<file path="src/hdl/store_path_pkg.sv">
`default_nettype none

package store_path_pkg;

    // data word and word address widths
    localparam int unsigned DATA_W = 32;
    localparam int unsigned ADDR_W = 8;

    // write buffer depth, 8 entries
    localparam int unsigned WBUF_AW    = 3;
    localparam int unsigned WBUF_DEPTH = 2 ** WBUF_AW;

    // one buffered whole-word store
    typedef struct packed {
        logic [ADDR_W-1:0] addr;
        logic [DATA_W-1:0] data;
    } store_entry_t;

    // wishbone classic, master to slave
    typedef struct packed {
        logic              cyc;
        logic              stb;
        logic              we;
        logic [ADDR_W-1:0] adr;
        logic [DATA_W-1:0] dat;
    } wb_req_t;

    // wishbone classic, slave to master
    typedef struct packed {
        logic              ack;
        logic [DATA_W-1:0] dat;
    } wb_rsp_t;

endpackage : store_path_pkg

`default_nettype wire

</file>
<file path="src/hdl/wb_arbiter.sv">
`default_nettype none

// two masters onto one wishbone classic slave
// m0 wins when the bus is free, the owner keeps it while its cyc is high
module wb_arbiter (
    input  wire                           clk_i,
    input  wire                           rstn_i,

    input  wire store_path_pkg::wb_req_t  m0_i,
    input  wire store_path_pkg::wb_req_t  m1_i,
    output store_path_pkg::wb_rsp_t       m0_o,
    output store_path_pkg::wb_rsp_t       m1_o,

    output store_path_pkg::wb_req_t       s_o,
    input  wire store_path_pkg::wb_rsp_t  s_i
);

    logic busy_q;
    logic owner_q;
    logic keep;
    logic grant;

    // owner still in its cycle
    assign keep = busy_q & (owner_q ? m1_i.cyc : m0_i.cyc);

    // 0 selects m0, 1 selects m1
    assign grant = keep ? owner_q : ~m0_i.cyc;

    always_ff @(posedge clk_i) begin
        if (!rstn_i) begin
            busy_q  <= 1'b0;
            owner_q <= 1'b0;
        end else begin
            busy_q  <= m0_i.cyc | m1_i.cyc;
            owner_q <= grant;
        end
    end

    assign s_o = grant ? m1_i : m0_i;

    // only the granted master sees ack
    always_comb begin
        m0_o.dat = s_i.dat;
        m1_o.dat = s_i.dat;
        m0_o.ack = s_i.ack & ~grant;
        m1_o.ack = s_i.ack & grant;
    end

endmodule : wb_arbiter

`default_nettype wire

</file>
<file path="config.mk">
export PLATFORM = sky130hd
export DESIGN_NAME = wb_arbiter
export DESIGN_NICKNAME = d
export VERILOG_FILES = /design/src/hdl/store_path_pkg.sv /design/src/hdl/wb_arbiter.sv
export SDC_FILE = /design/constraint.sdc
export NUM_CORES = 1
export LEC_CHECK = 0
export BUFFER_PORTS_ARGS = -buffer_cell sky130_fd_sc_hd__buf_4
export CAP_MARGIN = 5
export CORE_AREA = 2 2 90 92
export CTS_CLUSTER_SIZE = 25
export DETAILED_ROUTE_END_ITERATION = 7
export DIE_AREA = 0 0 92 94
export GPL_TIMING_DRIVEN = 0
export PLACE_DENSITY = 0.75
export REMOVE_ABC_BUFFERS = 1
export SLEW_MARGIN = 0
export SYNTH_ARGS = -nofsm -noshare
export SYNTH_HDL_FRONTEND = slang
export SYNTH_SLANG_ARGS = --single-unit
</file>
<file path="constraint.sdc">
create_clock -name clk_i -period 2 [get_ports clk_i]
set_input_delay 0.1 -clock clk_i [delete_from_list [all_inputs] [get_ports clk_i]]
set_output_delay 0.1 -clock clk_i [all_outputs]
set_load 0.05 [all_outputs]
</file>
**Yosys cells after proc, flatten, opt, wreduce, memory -nomap -nowiden**

Cells that the tools add are included.

- Bits in registers: 2
- Latch bits: 0
- Bits in writable memories: 0
- Bits in read-only memories: 0
- Bits of input ports: 121
- Output and inout port bits: 109
- Word-level logic and storage cells: 11
- Memories kept: 0

- $add $sub $neg: 0
- $mul: 0
- Div/mod/pow operators: 0
- Order comparisons: 0
- Equal/unequal tests: 0
- Shift-type cells: 0
- Multiplexer cells: 3
- Bitwise gates (word level): 6
- Reductions and logical operators: 0

Operators with widths:

| cell | count |
|---|---|
| 43-bit two-way mux | 1 |
| 1-bit AND | 3 |
| 1-bit two-way mux | 2 |
| 1-bit inverter | 2 |
| 1-bit OR | 1 |

**Longest topological paths before layout**

- Depth after elaboration: 5
- Mapped depth: 5

**Least setup slack after synthesis**

No wires, ideal clock.

- Path type: reg2out
- Start: register busy_q
- End: output port s_o[0] in the netlist's numbering
- Arrival: 1.516 ns
- Data required time: 1.900 ns
- Slack: 0.384 ns
- Cell stages (with the launch flop): 5
- Path through: dfxtp_1 -> buf_6 -> and3_4 -> buf_6 -> o211ai_1

RTL lines:

| what | RTL line | source |
|---|---|---|
| start: declaration | wb_arbiter.sv:18 | `logic busy_q;` |
| start signal: assignment | wb_arbiter.sv:34 | `busy_q <= m0_i.cyc \| m1_i.cyc;` |
| end: declaration | wb_arbiter.sv:14 | `output store_path_pkg::wb_req_t s_o,` |

==> impl_metrics.json <==
{
  "status": "finished, final reports clean",
  "post_drt_wl_per_cell_um": 23.4,
  "slowest_stage": "dfxtp_4",
  "reg2reg_depth": 2,
  "skew_ns": 0.00490,
  "nNetsFinal": 438,
  "slowest_delay_ns": 0.67,
  "diodes": 0,
  "drtIter0Drc": 119,
  "hold_depth": 2,
  "critPathBufInv": 1,
  "synth-simple-area-share_pct": 36.3,
  "timing.rr.end": "owner_q",
  "fp-row-count": 32,
  "syn_area_mm2": 0.00198,
  "synth_top_family_by_area": "simple AND/OR/NAND/NOR gates",
  "drive_above_1_share_pct": 57.5,
  "vias": 2227,
  "numPortBuffers": 133,
  "rsz0062_at_grt": "false",
  "power.density_mw_per_mm2": 401,
  "crit_fanout": 46,
  "clk_latency_ns": 0.22,
  "yosysSeqAreaShare_pct": 2.03,
  "grt_max_degree": 89,
  "multi_input_area_mm2": 0.00127,
  "finalCritPeriodShare_pct": 95.4,
  "cts_tree": "built",
  "clkTransAtPathRegs_ns": 0.03,
  "dp_hpwl_um": 7610,
  "clkSinkCount": 2,
  "finalSetupViolCount": 0,
  "synthAdderAreaFrac_pct": 0,
  "ys_types": 17,
  "hold_ws_ns": 0.0880,
  "p_total_mw": 0.996,
  "required_ns": 1.90,
  "hold_violations": 0,
  "syn_to_final_growth_pct": 25.6,
  "start_util_pct": 26.0,
  "worstReg2RegStart": "owner_q",
  "worst-setup-path-type": "register to output pin",
  "routed_via_density": 5.34,
  "p_leak_nw": 1.16,
  "grt.overflow.total": 0,
  "worst_ep_arrival_time_ns": 1.81,
  "slew-limit-headroom_pct": 54.5,
  "crit_path_start_kind": "register",
  "ctsHoldBuffers": 0,
  "antenna_found_initial": 0,
  "synth-compound-area-share_pct": 26.8,
  "worst_slack_ns": 0.0911,
  "cts_root_buf": "clkbuf_8",
  "ir_worst_vdd_mv": 0.268,
  "hp-class": "input port to register",
  "drv_cap": 0,
  "ioPinCount": 230,
  "antenna_left": 0,
  "dp_slack_ns": -0.328,
  "track_usage_pct": 21.0,
  "synth_xor_area_share_pct": 0,
  "holdCritStartpoint": "rstn_i",
  "core_area_mm2": 0.00761,
  "cts_buffer_depth": 2,
  "holdPathEnd": "busy_q",
  "synthMuxAreaShare_pct": 0,
  "synth_seq_cells": 2,
  "post_cts_buffers": 0,
  "fillers": 816,
  "yosys_warnings": 0,
  "die-area_mm2": 0.00865,
  "fp.dieH_um": 94,
  "worst_pin_slew_ns": 0.682,
  "grt_pass1_wl_um": 13400,
  "layout_common_cells": "buf_4 (133), nand2_1 (42), nand4_1 (42), nand2b_1 (42), o211ai_2 (40)",
  "fmax_mhz": 524,
  "grt_pass1_vias": 2058,
  "regArea_um2": 47.5,
  "endpoint_kind": "output pin",
  "cts_buffers": 3,
  "path_cells": "and3_4 > o211ai_2 > buf_4",
  "htree_num_levels": 1,
  "critical_path.top_delay_family": "flip-flops",
  "first_pass_iters": 5,
  "synth.avg_cell_area_um2": 7.29,
  "rrSetupSlack_ns": 0.86,
  "drcViolationCount": 0,
  "finalMaxSlewViolations": 0,
  "synthCells": 271,
  "period_minus_slack_ns": 1.91,
  "layout_commonest_cell": "buf_4",
  "routabilityCongestion": 0.826,
  "routed_wl_um": 9770,
  "die_w_um": 92
}
## worst max path at each step
stage	from	end	slack [ns]	cells past startpoint
detailed placement	owner_q	s_o[1]	-0.33	3
finish	owner_q	s_o[22]	0.09	3
global route	owner_q	s_o[11]	0.02	3
floorplan	owner_q	s_o[0]	-0.33	2
CTS	owner_q	s_o[1]	0.008	3
global placement	owner_q	s_o[1]	-0.84	3
## cells by family after synthesis
family	after synthesis
simple gates	131
buf+inv	94
compound gates	44
flops	2
## metrics by stage
step / instances / utilization (%) / TNS [ns] / cell area (µm²)
5_1_grt: 417 / 32.6 / 0 / 2480
3_5_place_dp: 412 / 31.8 / -8.99 / 2420
2_1_floorplan: 177 / - / -7.24 / 1290
3_3_place_gp: 412 / 31.7 / -31.10 / 2410
4_1_cts: 416 / 32.5 / 0 / 2470
6_report: 417 / 32.6 / 0 / 2480
## routing by layer
metal	GRT usage (%)	wire, µm	up-vias
li1	-	-	989
met1	19.3	3140	1035
met2	35.0	4560	189
met3	18.7	1940	12
met4	3.23	68	2
met5	7.05	60	-
## final cells by class
cell class,instances,share of cell area (%)
Timing Repair Buffer,133,40.2
Sequential cell,2,1.92
Tap cell,102,5.14
Clock buffer,3,1.66
Multi-Input combinational cell,177,51.1
## sequential cells by signal, indices dropped and copies added (netlist names)
name / flops
busy_q: 1
owner_q: 1
## what timing repair did
item                                    4_1_cts  5_1_grt
gates resized for setup                       3        0
pin swaps                                     1        1
endpoints found under the setup margin       42        2
cloned                                        1        1
## power by group
| group | switching (mW) | internal, mW | total, mW | leakage, nW |
|---|---|---|---|---|
| combinational | 0.462 | 0.290 | 0.753 | 1.12 |
| sequential | 0.0354 | 0.0422 | 0.0776 | 0.0178 |
| clock | 0.0382 | 0.128 | 0.166 | 0.0216 |
| total | 0.536 | 0.460 | 0.996 | 1.16 |
## cell usage after synthesis
cell type	count	area (µm²)
and2_1	1	6.26
nand4_1	42	263
buf_12	4	80.1
dfxtp_1	2	40.0
nand2_1	42	158
o211ai_2	40	500
buf_4	64	480
and3_1	1	6.26
or2_1	1	6.26
o211ai_1	2	15.0
and3_4	1	11.3
nand2b_1	42	263
clkbuf_1	17	63.8
buf_6	3	33.8
buf_2	6	30.0
a21boi_1	2	15.0
nand3_1	1	5.00
Note: power is estimated with default switching activity, not from simulation.
