<file path="src/hdl/store_path_pkg.sv">
`default_nettype none

package store_path_pkg;

    // data word and word address widths
    localparam int unsigned DATA_W = 32;
    localparam int unsigned ADDR_W = 8;

    // write buffer depth, 8 entries
    localparam int unsigned WBUF_AW    = 3;
    localparam int unsigned WBUF_DEPTH = 2 ** WBUF_AW;

    // one buffered whole-word store
    typedef struct packed {
        logic [ADDR_W-1:0] addr;
        logic [DATA_W-1:0] data;
    } store_entry_t;

    // wishbone classic, master to slave
    typedef struct packed {
        logic              cyc;
        logic              stb;
        logic              we;
        logic [ADDR_W-1:0] adr;
        logic [DATA_W-1:0] dat;
    } wb_req_t;

    // wishbone classic, slave to master
    typedef struct packed {
        logic              ack;
        logic [DATA_W-1:0] dat;
    } wb_rsp_t;

endpackage : store_path_pkg

`default_nettype wire

</file>
<file path="src/hdl/store_drain.sv">
`default_nettype none

// empties the write buffer into memory, one word write per entry
module store_drain (
    input  wire                                clk_i,
    input  wire                                rstn_i,

    input  wire                                empty_i,
    output logic                               pop_o,
    input  wire store_path_pkg::store_entry_t  head_i,

    output store_path_pkg::wb_req_t            wb_o,
    input  wire store_path_pkg::wb_rsp_t       wb_i,

    output logic                               inflight_valid_o,
    output store_path_pkg::store_entry_t       inflight_o
);

    typedef enum logic [1:0] {S_IDLE, S_CAPTURE, S_BUS} state_t;

    state_t                       state_q;
    store_path_pkg::store_entry_t entry_q;

    always_ff @(posedge clk_i) begin
        if (!rstn_i) begin
            state_q <= S_IDLE;
        end else begin
            case (state_q)
                S_IDLE:    if (!empty_i) state_q <= S_CAPTURE;
                S_CAPTURE: state_q <= S_BUS;
                S_BUS:     if (wb_i.ack) state_q <= S_IDLE;
                default:   state_q <= S_IDLE;
            endcase
        end
    end

    always_ff @(posedge clk_i) begin
        if (state_q == S_CAPTURE) begin
            entry_q <= head_i;
        end
    end

    assign pop_o = (state_q == S_IDLE) & ~empty_i;

    // slot is already invalid during capture, so publish head directly
    assign inflight_valid_o = (state_q != S_IDLE);
    assign inflight_o       = (state_q == S_CAPTURE) ? head_i : entry_q;

    always_comb begin
        wb_o     = '0;
        wb_o.cyc = (state_q == S_BUS);
        wb_o.stb = (state_q == S_BUS);
        wb_o.we  = 1'b1;
        wb_o.adr = entry_q.addr;
        wb_o.dat = entry_q.data;
    end

endmodule : store_drain

`default_nettype wire

</file>
<file path="config.mk">
export PLATFORM = sky130hd
export DESIGN_NAME = store_drain
export DESIGN_NICKNAME = d
export VERILOG_FILES = /design/src/hdl/store_path_pkg.sv /design/src/hdl/store_drain.sv
export SDC_FILE = /design/constraint.sdc
export NUM_CORES = 1
export LEC_CHECK = 0
export BUFFER_PORTS_ARGS = -buffer_cell sky130_fd_sc_hd__buf_2
export CORE_MARGIN = 2
export CORE_UTILIZATION = 32
export CTS_CLUSTER_DIAMETER = 100
export DETAILED_ROUTE_END_ITERATION = 10
export GPL_ROUTABILITY_DRIVEN = 1
export GPL_TIMING_DRIVEN = 1
export PLACE_DENSITY_LB_ADDON = 0.12
export SYNTH_ARGS = -nofsm -noshare
export SYNTH_HDL_FRONTEND = slang
export SYNTH_SLANG_ARGS = --single-unit
</file>
<file path="constraint.sdc">
create_clock -name clk_i -period 1.2 [get_ports clk_i]
set_input_delay 0.06 -clock clk_i [delete_from_list [all_inputs] [get_ports clk_i]]
set_output_delay 0.06 -clock clk_i [all_outputs]
set_load 0.005 [all_outputs]
</file>
---- Word level (Yosys, flattened, before mapping) ----
Index checks and enable logic that the tools add are counted.
word-level totals
  register bits ........................... 42
  latch bits .............................. 0
  RAM bits ................................ 0
  bits in read-only memories .............. 0
  input port bits ......................... 76
  word-level logic and storage cells ...... 16
  memories kept ........................... 0
cells by class
  $add $sub $neg .......................... 0
  multiply operators ...................... 0
  divide/modulo/power cells ............... 0
  order comparisons ....................... 0
  eq/ne operators ......................... 4
  shifts and indexed selects .............. 0
  multiplexer cells ....................... 4
  bitwise operators ....................... 2
  reduce and logical (&&, ||, !) cells .... 3
operators by type and width
  kind                  number
  $mux W40              1
  $pmux W2 S3           1
  $mux W2               2
  $eq A2 B1 Y1 const B  1
  $eq A2 B2 Y1 const B  1
  $logic_not A2 Y1      1
  $ne A2 B1 Y1 const B  1
  $ne A2 B2 Y1 const B  1
  $reduce_and A2 Y1     1
  $reduce_bool A2 Y1    1
  $and A1 B1 Y1         1
  $not A1 Y1            1

---- Logic depth before layout (Yosys ltp) ----
  word-level depth ........................ 3
  depth in mapped cells ................... 4
  depth with buffers taken out ............ 2

---- Worst setup path before layout ----
OpenSTA, ideal clock, no wires.
  path kind ............................... register to register
  from .................................... register state_q[0]
  to ...................................... register entry_q (netlist bit wb_o[0])
  setup time .............................. 0.126 ns
  arrival time ............................ 1.085 ns
  path slack .............................. -0.011 ns
  stages on the path, launching flop included .. 5
  buffers on the path ..................... 2
  cell sequence ........................... dfxtp_1 nor2b_4 buf_6 buf_12 mux2_4
RTL lines
  item                      RTL line           text
  start: declaration        store_drain.sv:21  state_t state_q;
  start signal: assignment  store_drain.sv:26  state_q <= S_IDLE;
  start signal: assignment  store_drain.sv:29  S_IDLE: if (!empty_i) state_q <= S_CAPTURE;
  start signal: assignment  store_drain.sv:30  S_CAPTURE: state_q <= S_BUS;
  end signal: assignment    store_drain.sv:39  entry_q <= head_i;
  end: declaration          store_drain.sv:22  store_path_pkg::store_entry_t entry_q;

==> summary.log <==
INFO  place          hpwlAfterDp=2.67mm
INFO  yosys          synth-seq-cells=42
INFO  clock_tree     tritoncts.num_buffers=5
INFO  critical_path  setup.worst_path.end_class=output port
INFO  run_status     violations=setup timing
INFO  grt            grt_antenna_before_repair=0
INFO  grt            grt_pass1_wl=5.06mm
INFO  finish         finalInstanceArea=2670squm
INFO  critical_path  worstSetupEndpoint=inflight_o[2]
INFO  sta            timing.clock.skew=0.00525ns
INFO  critical_path  timing.critical_path.arrival=1.48ns
INFO  yosys          ys.flop_type=sky130_fd_sc_hd__dfxtp_1
INFO  floorplan      start_util=33.4%
INFO  sta            slew_violations=0
INFO  grt            first_global_vias=1,121
INFO  power          power=0.00476W
INFO  place          placedInstanceArea=2280squm
INFO  critical_path  worstReg2RegEnd=wb_o[28]
INFO  floorplan      die-area=5580squm
INFO  floorplan      design.portCount=161
INFO  power          pwr_density_cell=1780nW/um^2
INFO  sta            final_critical_path_setup_slack=-0.335ns
INFO  place          gp_congestion=0.686
INFO  sta            max_freq=651MHz
INFO  yosys          synth_edf_count=0
INFO  power          p_leak=1.36nW
INFO  yosys          syn_avg_cell_area=16.5squm
INFO  clock_tree     clk_pin_slew=0.07ns
INFO  clock_tree     cts_buffer_depth=2
INFO  finish         antenna_cells_inserted=0
INFO  floorplan      die_x=74.7um
INFO  yosys          synth_top_cell_by_area=sky130_fd_sc_hd__dfxtp_1
INFO  floorplan      dieHeight=74.7um
INFO  yosys          postSynthNetCount=173
INFO  yosys          mappedNetlistArea=1600squm
INFO  min_path       hold_crit_start=head_i[35]
INFO  yosys          yosys.area.top_type_share=52.5%
INFO  drt            detailedRoute.firstPassIterationCount=2
INFO  finish         finish.net_count=311
INFO  finish         drive_above_1_share=78.4%
INFO  yosys          synthCells=97
INFO  flow_run       max-cap-violations=0
INFO  clock_tree     ctsHtreeMaxLevel=2
INFO  yosys          synth.top_cells.by_area=sky130_fd_sc_hd__dfxtp_1 53%, sky130_fd_sc_hd__mux2_4 37%, sky130_fd_sc_hd__buf_12 5.0%
INFO  critical_path  regToRegStartpoint=state_q[0]
INFO  sta            timing.final.crit_share=128%
INFO  clock_tree     insertion_delay=0.28ns
INFO  min_path       min_path_type=input port to register
INFO  clock_tree     tritoncts=done
INFO  drt            route.detailed.drc=0
INFO  yosys          yosysWarnings=0
INFO  critical_path  worst-r2r-cell-count=3
INFO  grt            globalRouteTotalUtil=11.9%
INFO  floorplan      placement_rows=25
INFO  sta            setup-tns-final=-13.15ns
INFO  drt            average_detailed_routed_wire_length_per_instance=11.7um
INFO  critical_path  critical_path.startpoint=state_q[0]
INFO  floorplan      coreArea=4790squm
INFO  yosys          synth_sequential_area_ratio=52.5%
INFO  drt            detail-route-antenna-nets=0
INFO  yosys          synth.lib_cells_used.distinct=14
INFO  clock_tree     clk_root_buffer_cell=sky130_fd_sc_hd__clkbuf_8
INFO  sta            rsz0062_at_grt=yes
INFO  sta            post-route-min-period=1.54ns
INFO  drt            route.vias.total=1,247
INFO  drt            viasPerCell=4.12
INFO  sta            finalHoldViolations=0
INFO  clock_tree     post_cts_buffers=0
INFO  clock_tree     cts_sinks=42
INFO  drt            drt_iter0_drc=16
INFO  critical_path  cp-start-kind=register
INFO  sta            setup_viol=41
INFO  yosys          synth_commonest_cells=42 x sky130_fd_sc_hd__dfxtp_1, 39 x sky130_fd_sc_hd__mux2_4, 4 x sky130_fd_sc_hd__buf_12
INFO  drt            postRouteWirelength=3.56mm
INFO  critical_path  required=1.14ns
INFO  critical_path  ff2ff_setup_slack=0.01ns
INFO  critical_path  worst-path-max-fanout=18
INFO  yosys          synthMostInstantiatedCell=sky130_fd_sc_hd__dfxtp_1
INFO  power          peakVddDrop=0.824mV
INFO  grt            grt_start_max_net_pins=19
INFO  critical_path  timing.setup.critical_path_class=register to output port
INFO  yosys          async_reset_ff_share=0%
INFO  run_status     status=finished, violations left
INFO  place          port-buffer-count=127
INFO  finish         area_delta_synth_final=66.8%
INFO  grt            global_route.overflow_total=0
where the power goes:
part	switching, W	internal, W
combinational	0.000603	0.00125
sequential	0.000151	0.00173
clock	0.000446	0.000581
total	0.00120	0.00356
cells in the final DEF (no fill, tap or decap):
cell type	instances
sky130_fd_sc_hd__dfxtp_2	2
sky130_fd_sc_hd__conb_1	1
sky130_fd_sc_hd__buf_2	94
sky130_fd_sc_hd__dlygate4sd3_1	6
sky130_fd_sc_hd__or2_2	1
sky130_fd_sc_hd__nor3b_1	1
sky130_fd_sc_hd__and2_1	1
sky130_fd_sc_hd__buf_6	33
sky130_fd_sc_hd__nor2b_4	1
sky130_fd_sc_hd__o21a_1	1
sky130_fd_sc_hd__nor2b_1	1
sky130_fd_sc_hd__nor3_4	1
sky130_fd_sc_hd__mux2_4	40
sky130_fd_sc_hd__buf_12	2
sky130_fd_sc_hd__dfxtp_1	40
sky130_fd_sc_hd__buf_4	3
sky130_fd_sc_hd__clkbuf_8	8
critical path, stage by stage, from the launching register on:
cell	delay [ns]
sky130_fd_sc_hd__dfxtp_2	0.33
sky130_fd_sc_hd__nor2b_4	0.21
sky130_fd_sc_hd__buf_12	0.21
sky130_fd_sc_hd__mux2_4	0.33
sky130_fd_sc_hd__buf_6	0.12
registers in the layout, summed over array words and instances, names as in the netlist:
signal and cells:
wb_o 40, state_q 2
layer usage:
| metal | up-vias | GRT usage (%) | wire, um |
|---|---|---|---|
| li1 | 605 | - | - |
| met1 | 562 | 13.1 | 1360 |
| met2 | 75 | 20.9 | 1800 |
| met3 | 5 | 4.02 | 354 |
| met4 | 0 | 5.36 | 39 |
| met5 | - | 0 | 0 |
worst min path at each step:
| stage | endpoint | cells past startpoint |
|---|---|---|
| after floorplan | pop_o | 1 |
| after global placement | state_q[1] | 2 |
| final | wb_o[35] | 2 |
| after CTS | wb_o[33] | 2 |
| after global routing | wb_o[16] | 2 |
| after detailed placement | state_q[1] | 2 |
what timing repair did:
item,CTS,global route
setup endpoints to repair,43,82
hold endpoints to repair,7,0
hold buffers,6,0
gates resized for setup,36,1
through the flow:
step | hold slack, ns | utilization, % | setup WS (ns) | cells
after global routing | 0.000935 | 55.8 | -0.416 | 303
after detailed placement | 0.276 | 47.6 | -0.0718 | 289
after CTS | 0.00200 | 55.7 | -0.370 | 303
final | 0.0176 | 55.8 | -0.335 | 303
after floorplan | 0.155 | - | 0.0263 | 97
after global placement | 0.278 | 47.6 | -0.0620 | 289
logic make-up (layout without fill, tap and decap cells):
family                 count (synthesis)  in the layout  synth area share (%)
other                                  1              1                 0.234
DFF                                   42             42                  52.5
muxes                                 40             40                  37.3
buffers and inverters                  7            146                  6.65
and+or+nand+nor                        6              6                  2.82
AOI/OAI and AO/OA                      1              1                 0.469
area by class of cell:
cell class | instances | area, sq um
Multi-Input combinational cell | 48 | 668
Tap cell | 67 | 83.8
Sequential cell | 42 | 843
Fill cell | 438 | 2120
Clock buffer | 8 | 110
Timing Repair Buffer | 138 | 965
Note: power is estimated with default switching activity, not from simulation.
