==> config.mk <==
export PLATFORM = sky130hd
export DESIGN_NAME = write_buffer
export DESIGN_NICKNAME = d
export VERILOG_FILES = /design/src/hdl/store_path_pkg.sv /design/src/hdl/write_buffer.sv
export SDC_FILE = /design/constraint.sdc
export NUM_CORES = 1
export LEC_CHECK = 0
export BUFFER_PORTS_ARGS = -buffer_cell sky130_fd_sc_hd__buf_2
export CAP_MARGIN = 20
export CORE_MARGIN = 2
export CORE_UTILIZATION = 40
export CTS_CLUSTER_SIZE = 40
export DETAILED_ROUTE_END_ITERATION = 10
export SLEW_MARGIN = 40
export SYNTH_ARGS = -nofsm -noshare
export SYNTH_HDL_FRONTEND = slang
export SYNTH_SLANG_ARGS = --single-unit
==> constraint.sdc <==
create_clock -name clk_i -period 5.4 [get_ports clk_i]
set_input_delay 0.54 -clock clk_i [delete_from_list [all_inputs] [get_ports clk_i]]
set_output_delay 0.54 -clock clk_i [all_outputs]
set_load 0.005 [all_outputs]
==> src/hdl/store_path_pkg.sv <==
`default_nettype none

package store_path_pkg;

    // data word and word address widths
    localparam int unsigned DATA_W = 32;
    localparam int unsigned ADDR_W = 8;

    // write buffer depth, 8 entries
    localparam int unsigned WBUF_AW    = 3;
    localparam int unsigned WBUF_DEPTH = 2 ** WBUF_AW;

    // one buffered whole-word store
    typedef struct packed {
        logic [ADDR_W-1:0] addr;
        logic [DATA_W-1:0] data;
    } store_entry_t;

    // wishbone classic, master to slave
    typedef struct packed {
        logic              cyc;
        logic              stb;
        logic              we;
        logic [ADDR_W-1:0] adr;
        logic [DATA_W-1:0] dat;
    } wb_req_t;

    // wishbone classic, slave to master
    typedef struct packed {
        logic              ack;
        logic [DATA_W-1:0] dat;
    } wb_rsp_t;

endpackage : store_path_pkg

`default_nettype wire

==> src/hdl/write_buffer.sv <==
`default_nettype none

// store FIFO, no coalescing, contents visible for load forwarding
module write_buffer (
    input  wire                                      clk_i,
    input  wire                                      rstn_i,

    // push side
    input  wire                                      we_i,
    input  wire store_path_pkg::store_entry_t        wdata_i,

    // pop side
    input  wire                                      re_i,
    output store_path_pkg::store_entry_t             rdata_o,

    output logic                                     empty_o,
    output logic                                     full_o,

    // forwarding view
    output store_path_pkg::store_entry_t             slots_o [store_path_pkg::WBUF_DEPTH],
    output logic [store_path_pkg::WBUF_DEPTH-1:0]    valid_o,
    output logic [store_path_pkg::WBUF_AW-1:0]       wr_ptr_o
);

    store_path_pkg::store_entry_t mem [store_path_pkg::WBUF_DEPTH];

    // pointers carry an extra wrap bit
    logic [store_path_pkg::WBUF_AW:0]   wr_ptr_q;
    logic [store_path_pkg::WBUF_AW:0]   rd_ptr_q;
    logic [store_path_pkg::WBUF_AW-1:0] wr_idx;
    logic [store_path_pkg::WBUF_AW-1:0] rd_idx;
    logic                               push;
    logic                               pop;
    logic [store_path_pkg::WBUF_DEPTH-1:0] valid_d;
    logic [store_path_pkg::WBUF_DEPTH-1:0] valid_q;

    assign wr_idx = wr_ptr_q[store_path_pkg::WBUF_AW-1:0];
    assign rd_idx = rd_ptr_q[store_path_pkg::WBUF_AW-1:0];

    // same slot index, different lap means full
    assign empty_o = (wr_ptr_q == rd_ptr_q);
    assign full_o  = (wr_idx == rd_idx) &&
                     (wr_ptr_q[store_path_pkg::WBUF_AW] != rd_ptr_q[store_path_pkg::WBUF_AW]);

    assign push = we_i & ~full_o;
    assign pop  = re_i & ~empty_o;

    always_ff @(posedge clk_i) begin
        if (!rstn_i) begin
            wr_ptr_q <= '0;
            rd_ptr_q <= '0;
        end else begin
            if (push) begin
                wr_ptr_q <= wr_ptr_q + 1'b1;
            end
            if (pop) begin
                rd_ptr_q <= rd_ptr_q + 1'b1;
            end
        end
    end

    always_ff @(posedge clk_i) begin
        if (push) begin
            mem[wr_idx] <= wdata_i;
        end
        // head is available the cycle after pop
        if (pop) begin
            rdata_o <= mem[rd_idx];
        end
    end

    // slot valid bits for the forwarding search
    always_comb begin
        valid_d = valid_q;
        if (push) begin
            valid_d[wr_idx] = 1'b1;
        end
        if (pop) begin
            valid_d[rd_idx] = 1'b0;
        end
    end

    always_ff @(posedge clk_i) begin
        if (!rstn_i) begin
            valid_q <= '0;
        end else begin
            valid_q <= valid_d;
        end
    end

    assign slots_o  = mem;
    assign valid_o  = valid_q;
    assign wr_ptr_o = wr_idx;

endmodule : write_buffer

`default_nettype wire

After elaboration in Yosys (flattened, before gate mapping):

Index checks and enable logic that the tools add are counted.

* $add $sub $neg: 2
* multipliers: 0
* divide/modulo/power cells: 0
* order comparisons: 7
* eq/ne operators: 3
* shift operators: 0
* mux-type cells: 12
* bitwise gates (word level): 9
* reduce and logical (&&, ||, !) cells: 4

Operators by type and width (count)
* $bwmux W320: 1
* $bmux W40 S3: 1
* $demux W40 S3: 1
* $mux W40: 3
* $mux W8: 2
* $add A4 B1 Y4 const B: 2
* $and A8 B8 Y8: 1
* $ge A4 B4 Y1 const B: 2
* $lt A3 B4 Y1 const B: 2
* $not A3 Y4: 2
* $not A8 Y8: 1
* $or A8 B8 Y8: 1
* $demux W1 S3: 2
* $ge A3 B1 Y1 const B: 2
* $eq A4 B4 Y1: 1
* $logic_and A1 B1 Y1: 4
* $lt A4 B1 Y1 const B: 1
* $eq A3 B3 Y1: 1
* $and A1 B1 Y1: 2
* $mux W1: 2
* $not A1 Y1: 2
* $ne A1 B1 Y1: 1

* flip-flop bits (word level): 376
* bits in latches: 0
* memory bits (writable): 0
* bits in read-only memories: 0
* bits of input ports: 44
* memories kept: 0

Longest topological paths before layout:

Gate-level depths: netlist of the first run.

* depth after elaboration: 8
* mapped depth: 7
* depth with buffers taken out: 5

Worst setup path before layout of the first run:

Ideal clock, no wire load.

* kind: register to register
* start point: register wr_ptr_q[2] (netlist bit)
* end point: register mem, in the netlist slots_o[120], enable pin
* arrival: 3.875 ns
* data required time: 4.913 ns
* path slack: 1.038 ns
* cell stages (with the launch flop): 7
* path buffers: 2
* clock period less this slack: 4.362 ns
* cells stage by stage: dfxtp_1 -> clkbuf_2 -> xor2_2 -> or4_1 -> buf_4 -> inv_6 -> nor3_1

* longest elaborated chain between the ends: 4

RTL lines
* start: declaration: line write_buffer.sv:28 `logic [store_path_pkg::WBUF_AW:0] wr_ptr_q;`
* start signal: assignment: line write_buffer.sv:54 `wr_ptr_q <= wr_ptr_q + 1'b1;`
* $eq A3 B3 Y1: line write_buffer.sv:42 `assign full_o = (wr_idx == rd_idx) &&`
* $logic_and A1 B1 Y1: line write_buffer.sv:42
* via full_o: line write_buffer.sv:17 `output logic full_o,`
* $not A1 Y1: line write_buffer.sv:45 `assign push = we_i & ~full_o;`
* $and A1 B1 Y1: line write_buffer.sv:45
* end signal: indexed assignment: line write_buffer.sv:64 `mem[wr_idx] <= wdata_i;`
* end: declaration: line write_buffer.sv:25 `store_path_pkg::store_entry_t mem [store_path_pkg::WBUF_DEPTH];`

The timed path passes the listed nets, and every way through them passes these cells.
A chain may end at the register's enable or synchronous reset.

Final worst setup path of the first run:

* start point: register wr_ptr_q[1] (netlist bit)
* end point: output port full_o

* longest elaborated chain between the ends: 2

RTL lines (line)
* $eq A3 B3 Y1: write_buffer.sv:42
* $logic_and A1 B1 Y1: write_buffer.sv:42
* end: declaration: write_buffer.sv:17

No other way between the ends.

==> results.txt, run 1 <==
The run finished with clean final reports. VDD sags by at most 0.293 mV. The number of instances resized during post-cts repair was 0. Hold path startpoint: wdata_i[22]. For this configuration, the core starts out at a cell density of 40.7%. Global-route wire length before repair: 55600 um. Static timing analysis puts the maximum clock frequency at 0.318 GHz. In this run, the number of DRC markers left after iteration 0 of detailed routing was 444. The later-pin clock latency in the skew report is 0.52 ns, and the fraction of registers with async set or reset after synthesis is 0%. CTS built an H-tree with a depth of 2. Per report_power, the sequential group accounts for 52.3% of the total. The worst register-to-register path begins at wr_ptr_q[1].

For the endpoint required time on the critical path, the log shows 4.86 ns. Synthesis produced a netlist with a net count of 734. The clock sink total came out at 376.

Total power for the finished layout comes to 6.50 mW. In this run the critical register-to-register path is captured at slots_o[56]. By count the netlist is led by 360 x sky130_fd_sc_hd__edfxtp_1, 128 x sky130_fd_sc_hd__nand2_1, 79 x sky130_fd_sc_hd__mux4_2, 16 x sky130_fd_sc_hd__clkbuf_1, 16 x sky130_fd_sc_hd__dfxtp_1.

Hold is met by 0.298 ns. The post-synthesis sequential element count is 376. Synthesis produced 688 cells. The number of stages on the worst hold path came out at 1. The highest signal layer in the routed design was met4.

The tools report the combined global-route utilization of all metal layers as 20.9%. Once layout is complete, the cells apart from fillers number 1612. The routed design uses 19500 um of met2 wire.

Once layout is done, the placed cells without fillers occupy 18100 sq um. In this run the horizontal extent of the chip is 192 um. Sorting the synthesized cells by area gives the leading types as sky130_fd_sc_hd__edfxtp_1 76%, sky130_fd_sc_hd__mux4_2 13%, sky130_fd_sc_hd__nand2_1 3.4%. The per-instance average area after synthesis is 20.6 sq um. Net switching is 22.2% of the power. Entering global routing, the biggest net connects 50 pins. For hold timing, the worst endpoint is slots_o[102]. STA classifies the critical path endpoint as an output port. Setup repair after global routing left no endpoint under its margin. The detailed-placement wirelength estimate is 25800 um. The tools report the total number of vias as 8377. In this run the worst setup path begins at wr_ptr_q[1]. The internal power consumption was 5.06 mW. For the total global routing overflow, the log shows 0. Summed over all instances, the cell type with the most area after synthesis is sky130_fd_sc_hd__edfxtp_1. The placement row count was 68; the post-synthesis instance area was 14100 sq um. The worst setup path is launched from a flop. Setup TNS: 0 ns. TritonCTS built the clock tree. Headroom to the max-slew limit came out at 47.5%. Per report_power, the clock group accounts for 38.7% of the total.

The most common cell in the synthesized netlist is sky130_fd_sc_hd__edfxtp_1. The length in cells of the worst reg-to-reg path works out to 4. Across all register-to-register paths, the minimum setup slack is 2.58 ns. The logs give 0 for the number of nets with antenna violations after detailed routing and 1.45 mW for the power spent charging and discharging nets.

Data on the critical path arrives at its endpoint at 2.60 ns. The final period demand of the worst path is 3.14 ns, and the port buffer count is 416. Measured along the y axis, the die boundary spans 192 um. The number of flops mapped to enable cells by yosys is 360. The top flip-flop cell by instance count after synthesis is sky130_fd_sc_hd__edfxtp_1.

In this run the count of I/O pins placed on the die edge is 417. The run gives 1537 as the total instance count after detailed placement. For the deepest clock path buffer count, the log shows 3.

Category of the most critical setup path: reg2out. The tools report the total of endpoints with negative setup slack in the final report as 0. The synthesis-to-layout area growth is 27.6%, and the transition time of the tightest slew-check pin is 0.788 ns. For the number of max-capacitance violations reported, the log shows 0. The number of slew-limit violations in the final report is 0, and the final wirelength is 39400 um. For this design, the CTS-stage hold fixing added 0 buffers. The min-delay analysis places its worst path in the category in2reg. The first detailed-routing pass ran for 5 iterations.

The top cell type by area accounts for 76.4% of the synthesized area. The number of setup buffers added after CTS is 0. Static leakage: 6.73 nW. In the final routed layout, each cell accounts on average for 24.4 um.

After clock tree synthesis, the clock-pin slew on the worst setup and hold paths is 0.06 ns. The logs give 46 for the number of different library cells in the post-synthesis netlist and 2 for the number of antenna violations at the first check in global routing. The share of total power dissipated in combinational logic is 9.0%. The final period utilization was 58.2%; the total power density per cell area was 360 nW/um^2.

In this run the standard cell core region covers 34700 sq um. Clock skew on the completed layout was measured at 0.0136 ns. After detailed routing, the number of remaining DRC violations is 0.

Number of hold violations in the final report: 0. The wire length on met1 was 15100 um; the share of final-layout standard cells stronger than drive strength 1 was 51.1%. The sum of met3 wire segment lengths after detailed routing is 4190 um, and the average via count per standard cell is 5.20.

The number of buffers created by CTS was 39; the instance area after placement was 16800 sq um. The congestion estimate from routability-driven global placement came to 0.823. Yosys synthesis warning count: 0. For the number of global-route vias before repair, the log shows 8463. In the final design database the tool counted 1170 nets. Of the synthesized area, sequential elements account for 78.7%. The worst-path maximum fanout was 13; the die area was 36900 sq um. The tree is rooted in a sky130_fd_sc_hd__clkbuf_16.
==> through the flow <==
| step | worst slack, ns | utilization, % |
|---|---|---|
| floorplan | 1.04 | - |
| global placement | 2.19 | 48.4 |
| detailed placement | 2.25 | 48.5 |
| CTS | 2.21 | 51.9 |
| global route | 2.13 | 52.0 |
| finish | 2.26 | 52.0 |
==> how the worst max path moves through the flow <==
stage	to	depth (start not counted)
after floorplan	slots_o[120]	6
after global placement	slots_o[105]	5
after detailed placement	slots_o[100]	5
after global routing	full_o	4
after CTS	full_o	4
final	full_o	4
==> critical path, stage by stage (launching register included) <==
cell                      delay, ns
sky130_fd_sc_hd__dfxtp_1       0.76
sky130_fd_sc_hd__xor2_2        0.28
sky130_fd_sc_hd__or4_1         0.75
sky130_fd_sc_hd__inv_6         0.16
sky130_fd_sc_hd__buf_2         0.14
==> area by class of cell <==
| cell class | instances | area (sq um) |
|---|---|---|
| fill | 2837 | 16700 |
| sequential | 376 | 11100 |
| multi-input combinational | 270 | 2880 |
| timing repair buffer | 433 | 2230 |
| clock buffer | 48 | 1030 |
| tap | 455 | 569 |
| clock inverter | 23 | 171 |
| inverter | 4 | 25.0 |
| antenna | 3 | 7.51 |
==> registers in the layout (all words and copies together), names as in the netlist <==
signal	count
rd_ptr_q	4
rdata_o	40
slots_o	320
valid_o	8
wr_ptr_q	4
==> per-layer routing <==
layer / track usage, % / vias up
met5: 0 / -
met2: 35.2 / 410
met3: 7.49 / 45
li1: - / 3626
met4: 4.90 / 0
met1: 25.8 / 4296
==> logic make-up (layout without fill, tap and decap cells) <==
kind of cell / after synthesis / count (layout) / synth area share, %
buf+inv: 42 / 508 / 1.42
compound gates: 17 / 17 / 1.26
fa+ha+maj: 2 / 2 / 0.177
xor+xnor: 6 / 6 / 0.610
mux: 83 / 83 / 13.0
other cells: 0 / 3 / 0
flops: 376 / 376 / 78.7
simple gates: 162 / 162 / 4.87
==> cell usage in the layout, fill, tap and decap left out, types with 3 or more instances in the layout <==
cell type,n
sky130_fd_sc_hd__buf_2,416
sky130_fd_sc_hd__edfxtp_1,360
sky130_fd_sc_hd__nand2_1,128
sky130_fd_sc_hd__mux4_2,79
sky130_fd_sc_hd__clkbuf_16,40
sky130_fd_sc_hd__buf_4,14
sky130_fd_sc_hd__dfxtp_1,13
sky130_fd_sc_hd__clkinv_2,12
sky130_fd_sc_hd__nand3_1,8
sky130_fd_sc_hd__clkbuf_1,8
sky130_fd_sc_hd__clkinv_1,7
sky130_fd_sc_hd__nor2_4,4
sky130_fd_sc_hd__diode_2,3
sky130_fd_sc_hd__a32oi_1,3
sky130_fd_sc_hd__o221a_1,3
==> power by group through the flow <==
stage / registers (mW) / clock network (mW) / logic, mW
finish: 3.40 / 2.51 / 0.588
global route: 3.41 / 2.70 / 0.647
CTS: 3.40 / 2.58 / 0.603
detailed placement: 3.46 / 0 / 0.602
global placement: 3.48 / 0 / 0.568
floorplan: 3.45 / 0 / 0.344
No activity file was read; power rests on OpenSTA's default activity.
==> run 2, diff against run 1 <==
--- a/config.mk
+++ b/config.mk
@@ -11,6 +11,7 @@
 export CORE_UTILIZATION = 40
 export CTS_CLUSTER_SIZE = 40
 export DETAILED_ROUTE_END_ITERATION = 10
+export PLACE_DENSITY = 0.67
 export SLEW_MARGIN = 40
 export SYNTH_ARGS = -nofsm -noshare
 export SYNTH_HDL_FRONTEND = slang
==> constraint.sdc (replaced) <==
create_clock -name clk_i -period 2.6 [get_ports clk_i]
set_input_delay 0.26 -clock clk_i [delete_from_list [all_inputs] [get_ports clk_i]]
set_output_delay 0.26 -clock clk_i [all_outputs]
set_load 0.005 [all_outputs]
==> run 2 against run 1 <==
Cell count increased by 1.4%. Via count increased by 3.2%. Critical path type unchanged. Critical path depth increased by 1. Largest power group unchanged. Total power increased by 120%. Sequential share of layout area decreased by 1.5 points.
==> results.txt, run 2 (synthesis gave the netlist of run 1 again) <==
The x dimension of the die works out to 192 um. In this run, the clock network consumes 41.6% of the power. At the end of routability-driven placement, the weighted congestion stood at 0.843. The final period demand of the worst path is 2.47 ns. The transition time of the tightest slew-check pin came out at 0.771 ns. In this run switching power makes up 22.0% of total power. Flip-flop count of the largest register, all copies and words added: 320. Entering global routing, the biggest net connects 86 pins. For the number of diodes, the log shows 0. The sequential cells in the finished layout cover a total of 11100 sq um. The routed design uses 3970 um of met3 wire. In the routed design, unresolved DRC markers number 0. The number of slew-limit violations in the final report was 0. Post-CTS clock slew at the launch and capture registers of the worst setup and hold paths: 0.06 ns. The tightest min-delay check is of the in2reg type. The tree is rooted in a sky130_fd_sc_hd__clkbuf_16. The library cell used most frequently in the layout, excluding fill and tap cells, is sky130_fd_sc_hd__buf_2.

The clock net in this run drives a total of 376 sinks. Derived from the worst setup path, the maximum achievable clock frequency is 0.405 GHz. The number of antenna violations at the first check in global routing came out at 1.

After detailed routing, the total wire length is 41300 um. The global-route wire length before repair is 58200 um. STA puts the critical path data arrival time at 2.21 ns. The later-pin clock latency in the skew report is 0.52 ns, and the power spent charging and discharging nets is 3.14 mW. Using the TritonRoute via totals, the vias-per-cell ratio works out to 5.29.

The number of global-route vias before repair is 8731. The number of fillers in the final layout is 2789, and the worst-path maximum fanout is 6. The wire length on met1 is 15800 um, and the number of max-capacitance violations reported is 0. The number of hold violations in the final report came out at 0. The core occupancy in the finished layout was 53.3%; the total power density per cell area was 773 nW/um^2. Deepest clock path buffer count: 3. In the global route stage, overall resource usage came out at 21.8%.

For the final database, setup skew stands at 0.0175 ns. Top-level I/O count: 417. The core region is 34700 sq um. TritonCTS built the clock tree. The tools report the detailed-placement wirelength estimate as 28000 um. For this design the static power due to leakage is 6.95 nW. Final period utilization: 94.9%. In this run the core area contains 68 standard-cell rows. Setup violations remaining at the end of the flow were counted as 0. Number of DRC markers after the initial detailed-route iteration: 612. The detailed-route wire length per cell was 25.3 um. Measured along the y axis, the die boundary spans 192 um. The footprint of the multi-input gates is 2890 sq um. The share of final-layout standard cells stronger than drive strength 1 is 52.3%, and the number of buffers created by CTS is 40. The critical path launch point type was a flop. The area growth from synthesis to layout is 30.8%. The net count of the finished layout is 1195. On the final layout, the worst hold slack is 0.00940 ns.

The share of total power dissipated in sequential elements is 49.2%. Global routing finished with a remaining overflow of 0. In this run the top signal layer used is met5.

The tools report the maximum VDD drop as 0.606 mV. The tools report the effective utilization at floorplan as 40.7%. The tools report the H-tree level count as 2. In this run the tool buffered the top-level ports with 416 buffer cells. The tools report the type of element capturing the critical path as an output port. The total number of vias was 8645; the endpoint required time on the critical path was 2.34 ns. The flow ran to the end, and the final reports show no timing, DRC or antenna violations.

The remaining max-slew budget at the tightest pin was 48.6%; the number of instances resized during post-cts repair was 0. The run gives 9.2% as the combinational share of power. Category of the most critical setup path: reg2out.

The detailed route wirelength on metal2 was 20400 um; the die area was 36900 sq um. Setup repair after global routing left no endpoint under its margin. The run gives 0 as the number of nets with antenna violations after detailed routing.

The library cells used most frequently in the layout, excluding fill and tap cells, are 416 x sky130_fd_sc_hd__buf_2, 360 x sky130_fd_sc_hd__edfxtp_1, 128 x sky130_fd_sc_hd__nand2_1, 79 x sky130_fd_sc_hd__mux4_2, 43 x sky130_fd_sc_hd__clkbuf_16. The number of iterations in the first detailed-routing pass came out at 4. The internal power consumption came out at 11.2 mW.
-- run 2: worst max-delay path: stages (launching register included) --
cell and delay [ns]:
sky130_fd_sc_hd__dfxtp_1 0.52, sky130_fd_sc_hd__xor2_4 0.15, sky130_fd_sc_hd__or4_1 0.64, sky130_fd_sc_hd__inv_6 0.15, sky130_fd_sc_hd__buf_4 0.13, sky130_fd_sc_hd__buf_2 0.11
-- run 2: final cells by class --
type | count | area share (%)
tap | 455 | 3.08
multi-input combinational | 270 | 15.6
clock buffer | 48 | 5.80
sequential | 376 | 60.2
timing repair buffer | 457 | 13.4
inverter | 4 | 0.122
clock inverter | 25 | 1.70
-- run 2: through the flow --
step | cell area [sq um] | power [mW] | instances | TNS [ns] | setup slack, ns
finish | 18500 | 14.3 | 1635 | 0 | 0.132
global route | 18500 | 14.8 | 1635 | 0 | 0.0772
CTS | 18400 | 14.4 | 1629 | 0 | 0.0722
detailed placement | 17000 | 8.49 | 1554 | 0 | 0.0941
global placement | 17000 | 8.46 | 1550 | 0 | 0.0929
floorplan | 14200 | 7.88 | 688 | -45.01 | -0.563
-- run 2: power by group through the flow --
stage,registers [mW],logic (mW),clock network (mW)
after global routing,7.05,1.43,6.29
after global placement,7.16,1.30,0
after floorplan,7.16,0.720,0
final,7.04,1.31,5.95
after CTS,7.04,1.33,6.05
after detailed placement,7.16,1.32,0
-- run 2: timing repair --
item	in CTS	in global routing
endpoints found under the hold margin	9	0
hold buffers	2	0
setup buffers	0	5
endpoints found under the setup margin	0	20
-- run 2: layer usage --
layer	up-vias	track usage [%]
li1	3669	-
met1	4409	27.4
met2	480	36.8
met3	85	5.83
met4	2	7.19
met5	-	0
-- run 2: path summary, 6_finish.rpt --
kind | to | slack (ns) | from | cells after the start
worst max-delay path | full_o | 0.13 | wr_ptr_q[0] | 5
worst min-delay path | slots_o[309] | 0.009 | wdata_i[29] | 1
worst max register to register | slots_o[57] | 0.24 | rd_ptr_q[3] | 5
worst min register to register | valid_o[6] | 0.45 | valid_o[6] | 2
==> run 3, diff against run 2 <==
--- a/config.mk
+++ b/config.mk
@@ -11,7 +11,7 @@
 export CORE_UTILIZATION = 40
 export CTS_CLUSTER_SIZE = 40
 export DETAILED_ROUTE_END_ITERATION = 10
-export PLACE_DENSITY = 0.67
+export PLACE_DENSITY = 0.68
 export SLEW_MARGIN = 40
 export SYNTH_ARGS = -nofsm -noshare
 export SYNTH_HDL_FRONTEND = slang
==> constraint.sdc (replaced) <==
create_clock -name clk_i -period 2.8 [get_ports clk_i]
set_input_delay 0.14 -clock clk_i [delete_from_list [all_inputs] [get_ports clk_i]]
set_output_delay 0.14 -clock clk_i [all_outputs]
set_load 0.005 [all_outputs]
==> run 3 against run 2 <==
Sequential power shrank 7.2%. First-iteration DRC count shrank 4.1%. Combinational power shrank 5%. Critical path depth is the same. Critical path type is now reg2reg. Largest power group unchanged.
==> results.txt, run 3 (synthesis gave the netlist of run 1 again) <==
The run finished with clean final reports. The die outline height was 192 um. Once detail routing completed, the nets flagged for antenna violations numbered 0.

Reg-to-reg critical path startpoint: wr_ptr_q[2]. Adding up every negative setup slack in the final design gives 0 ns. The layout has 2764 filler cells. The run gives 8862 as the number of global-route vias before repair. The final wirelength is 40900 um.

The global-route wire length before repair was 57600 um; the die area was 36900 sq um. The count of buffers added on input and output ports is 416. After detailed routing, the number of remaining DRC violations is 0.

The clock reaches the later pin of the worst-skew pair after 0.51 ns. After global routing the overflow that remains totals 0. The critical path goes through xor2_2, or4_1, inv_6, nor3_4, buf_4.

The run gives 6.96 nW as the static leakage. Final weighted congestion in routability-driven placement: 0.814. The deepest clock path buffer count was 3; the flip-flop count of the largest register, all copies and words added was 320. Dividing total power by cell area gives a power density of 691 nW/um^2. The detailed router finished its first iteration with 587 violations. The number of slew-limit violations in the final report was 0. At the pin with the least slew margin, the transition time is 0.746 ns. Compared with the post-synthesis result, the final layout area differs by 31.7%. Setup violations remaining at the end of the flow were counted as 0.

The category of the most critical setup path is reg2reg. For the number of antenna violations at the first check in global routing, the log shows 1. The effective utilization at floorplan was 40.7%; the total chip power was 12.9 mW. The number of iterations in the first detailed-routing pass is 4. For the worst setup path, the data arrival time is 2.65 ns.

The clock arrives with 0.00990 ns of skew. The type of element capturing the critical path is a flop. The worst hold path begins at rstn_i.

The clock drives 376 sinks. After floorplanning, the core was sized to cover 34700 sq um. For this run, the slowest stage of the critical path takes 0.53 ns. The floorplan has 68 rows.

For this design the top-level I/O count stands at 417. The tool flagged a number of max-cap violations equal to 0. Once detailed placement completed, the half-perimeter wirelength came to 26700 um.

The detailed router placed 8726 vias in this run. TritonCTS built the clock tree. The tools report the maximum VDD drop as 0.523 mV. The class of the worst hold path is in2reg. Of the cells placed in the final design, the portion with a size suffix greater than 1 is 49.5%. The final period demand of the worst path is 2.46 ns. The H-tree was split into 2 levels.

The final-stage net count is 1220, and the largest net degree at the start of global routing is 87. After clock tree synthesis, the clock-pin slew on the worst setup and hold paths is 0.06 ns. After clock tree synthesis, the repair step resized 0 gates. The tools report the launch point of the worst path as wr_ptr_q[2]. The critical-path cell with the highest stage delay was sky130_fd_sc_hd__dfxtp_1.

The library cell used most frequently in the layout, excluding fill and tap cells, is sky130_fd_sc_hd__buf_2. Using the TritonRoute via totals, the vias-per-cell ratio works out to 5.27. For the number of hold violations in the final report, the log shows 0.

The run gives 40 as the number of buffers created by CTS. In the layout the commonest cells are 416 x sky130_fd_sc_hd__buf_2, 360 x sky130_fd_sc_hd__edfxtp_1, 128 x sky130_fd_sc_hd__nand2_1, 79 x sky130_fd_sc_hd__mux4_2, 42 x sky130_fd_sc_hd__dlygate4sd3_1. The critical path launch point type was a flop.

Number of setup buffers added after CTS: 0. Setup repair after global routing left no endpoint under its margin. STA puts the critical path data required time at 2.99 ns. Clock tree synthesis selected as its root buffer the cell sky130_fd_sc_hd__clkbuf_16. The highest achievable clock rate was 0.407 GHz.

The worst-path maximum fanout was 15. The final period utilization works out to 87.8%. From left edge to right edge, the die measures 192 um.

Across every metal layer, demand over resource in global routing totals 21.6%. The remaining max-slew budget at the tightest pin was 50.3%; the detailed-route wire length per cell was 24.7 um.
==> run 3: cell types whose count changed in the layout (fill, tap and decap cells not counted), moves of 2 or more <==
cell,delta
sky130_fd_sc_hd__buf_4,-12
sky130_fd_sc_hd__bufinv_16,-3
sky130_fd_sc_hd__buf_6,-2
sky130_fd_sc_hd__clkinv_1,+3
sky130_fd_sc_hd__buf_12,+2
sky130_fd_sc_hd__dlygate4sd3_1,+40
sky130_fd_sc_hd__clkbuf_16,-2
sky130_fd_sc_hd__buf_8,-2
sky130_fd_sc_hd__clkinv_2,-2
==> run 3: routing by layer <==
layer	up-vias	global-route usage, %	share of wire [%]
met4	0	6.08	2.6
met1	4415	27.4	38
met2	522	37.1	50
li1	3724	-	-
met3	65	5.24	9.3
met5	-	0	0
==> run 3: critical path, delay by kind of cell (launching register included) <==
family,cells,cell delay (ns)
and+or+nand+nor,2,0.75
DFF,1,0.53
buffers and inverters,2,0.45
xor gates and xnor gates,1,0.39
==> run 3: stage by stage <==
step,utilization [%],instance area (sq um),hold WS (ns),instances,worst slack [ns]
floorplan,-,14200,0.239,688,-0.363
global placement,48.8,16900,0.406,1545,0.484
detailed placement,48.8,17000,0.414,1545,0.370
CTS,53.7,18600,0.0456,1656,0.342
global route,53.7,18600,0.0841,1657,0.232
finish,53.7,18600,0.0718,1657,0.343
==> run 3: area by class of cell <==
cell class,count,area (sq um),share of cell area (%)
Inverter,4,20.0,0.107
Sequential cell,376,11100,59.8
Tap cell,455,569,3.06
Clock buffer,48,1050,5.65
Timing Repair Buffer,482,2760,14.8
Antenna cell,1,2.50,0.0134
Clock inverter,21,200,1.07
Multi-Input combinational cell,270,2890,15.5
==> run 3: worst paths after layout <==
kind                       end  cells past startpoint  slack [ns]
setup / recovery  slots_o[103]                      5        0.34
hold / removal     rd_ptr_q[0]                      2        0.07
setup reg to reg  slots_o[103]                      5        0.34
hold reg to reg     valid_o[6]                      2        0.46
==> run 3: what timing repair did <==
action / CTS / global route
endpoints found under the hold margin: 322 / 0
hold buffers: 42 / 0
setup endpoints to repair: 0 / 0
==> run 3: report_power, final <==
part | internal (mW) | switching (mW)
sequential | 6.44 | 0.0919
combinational | 0.559 | 0.682
clock | 3.03 | 2.06
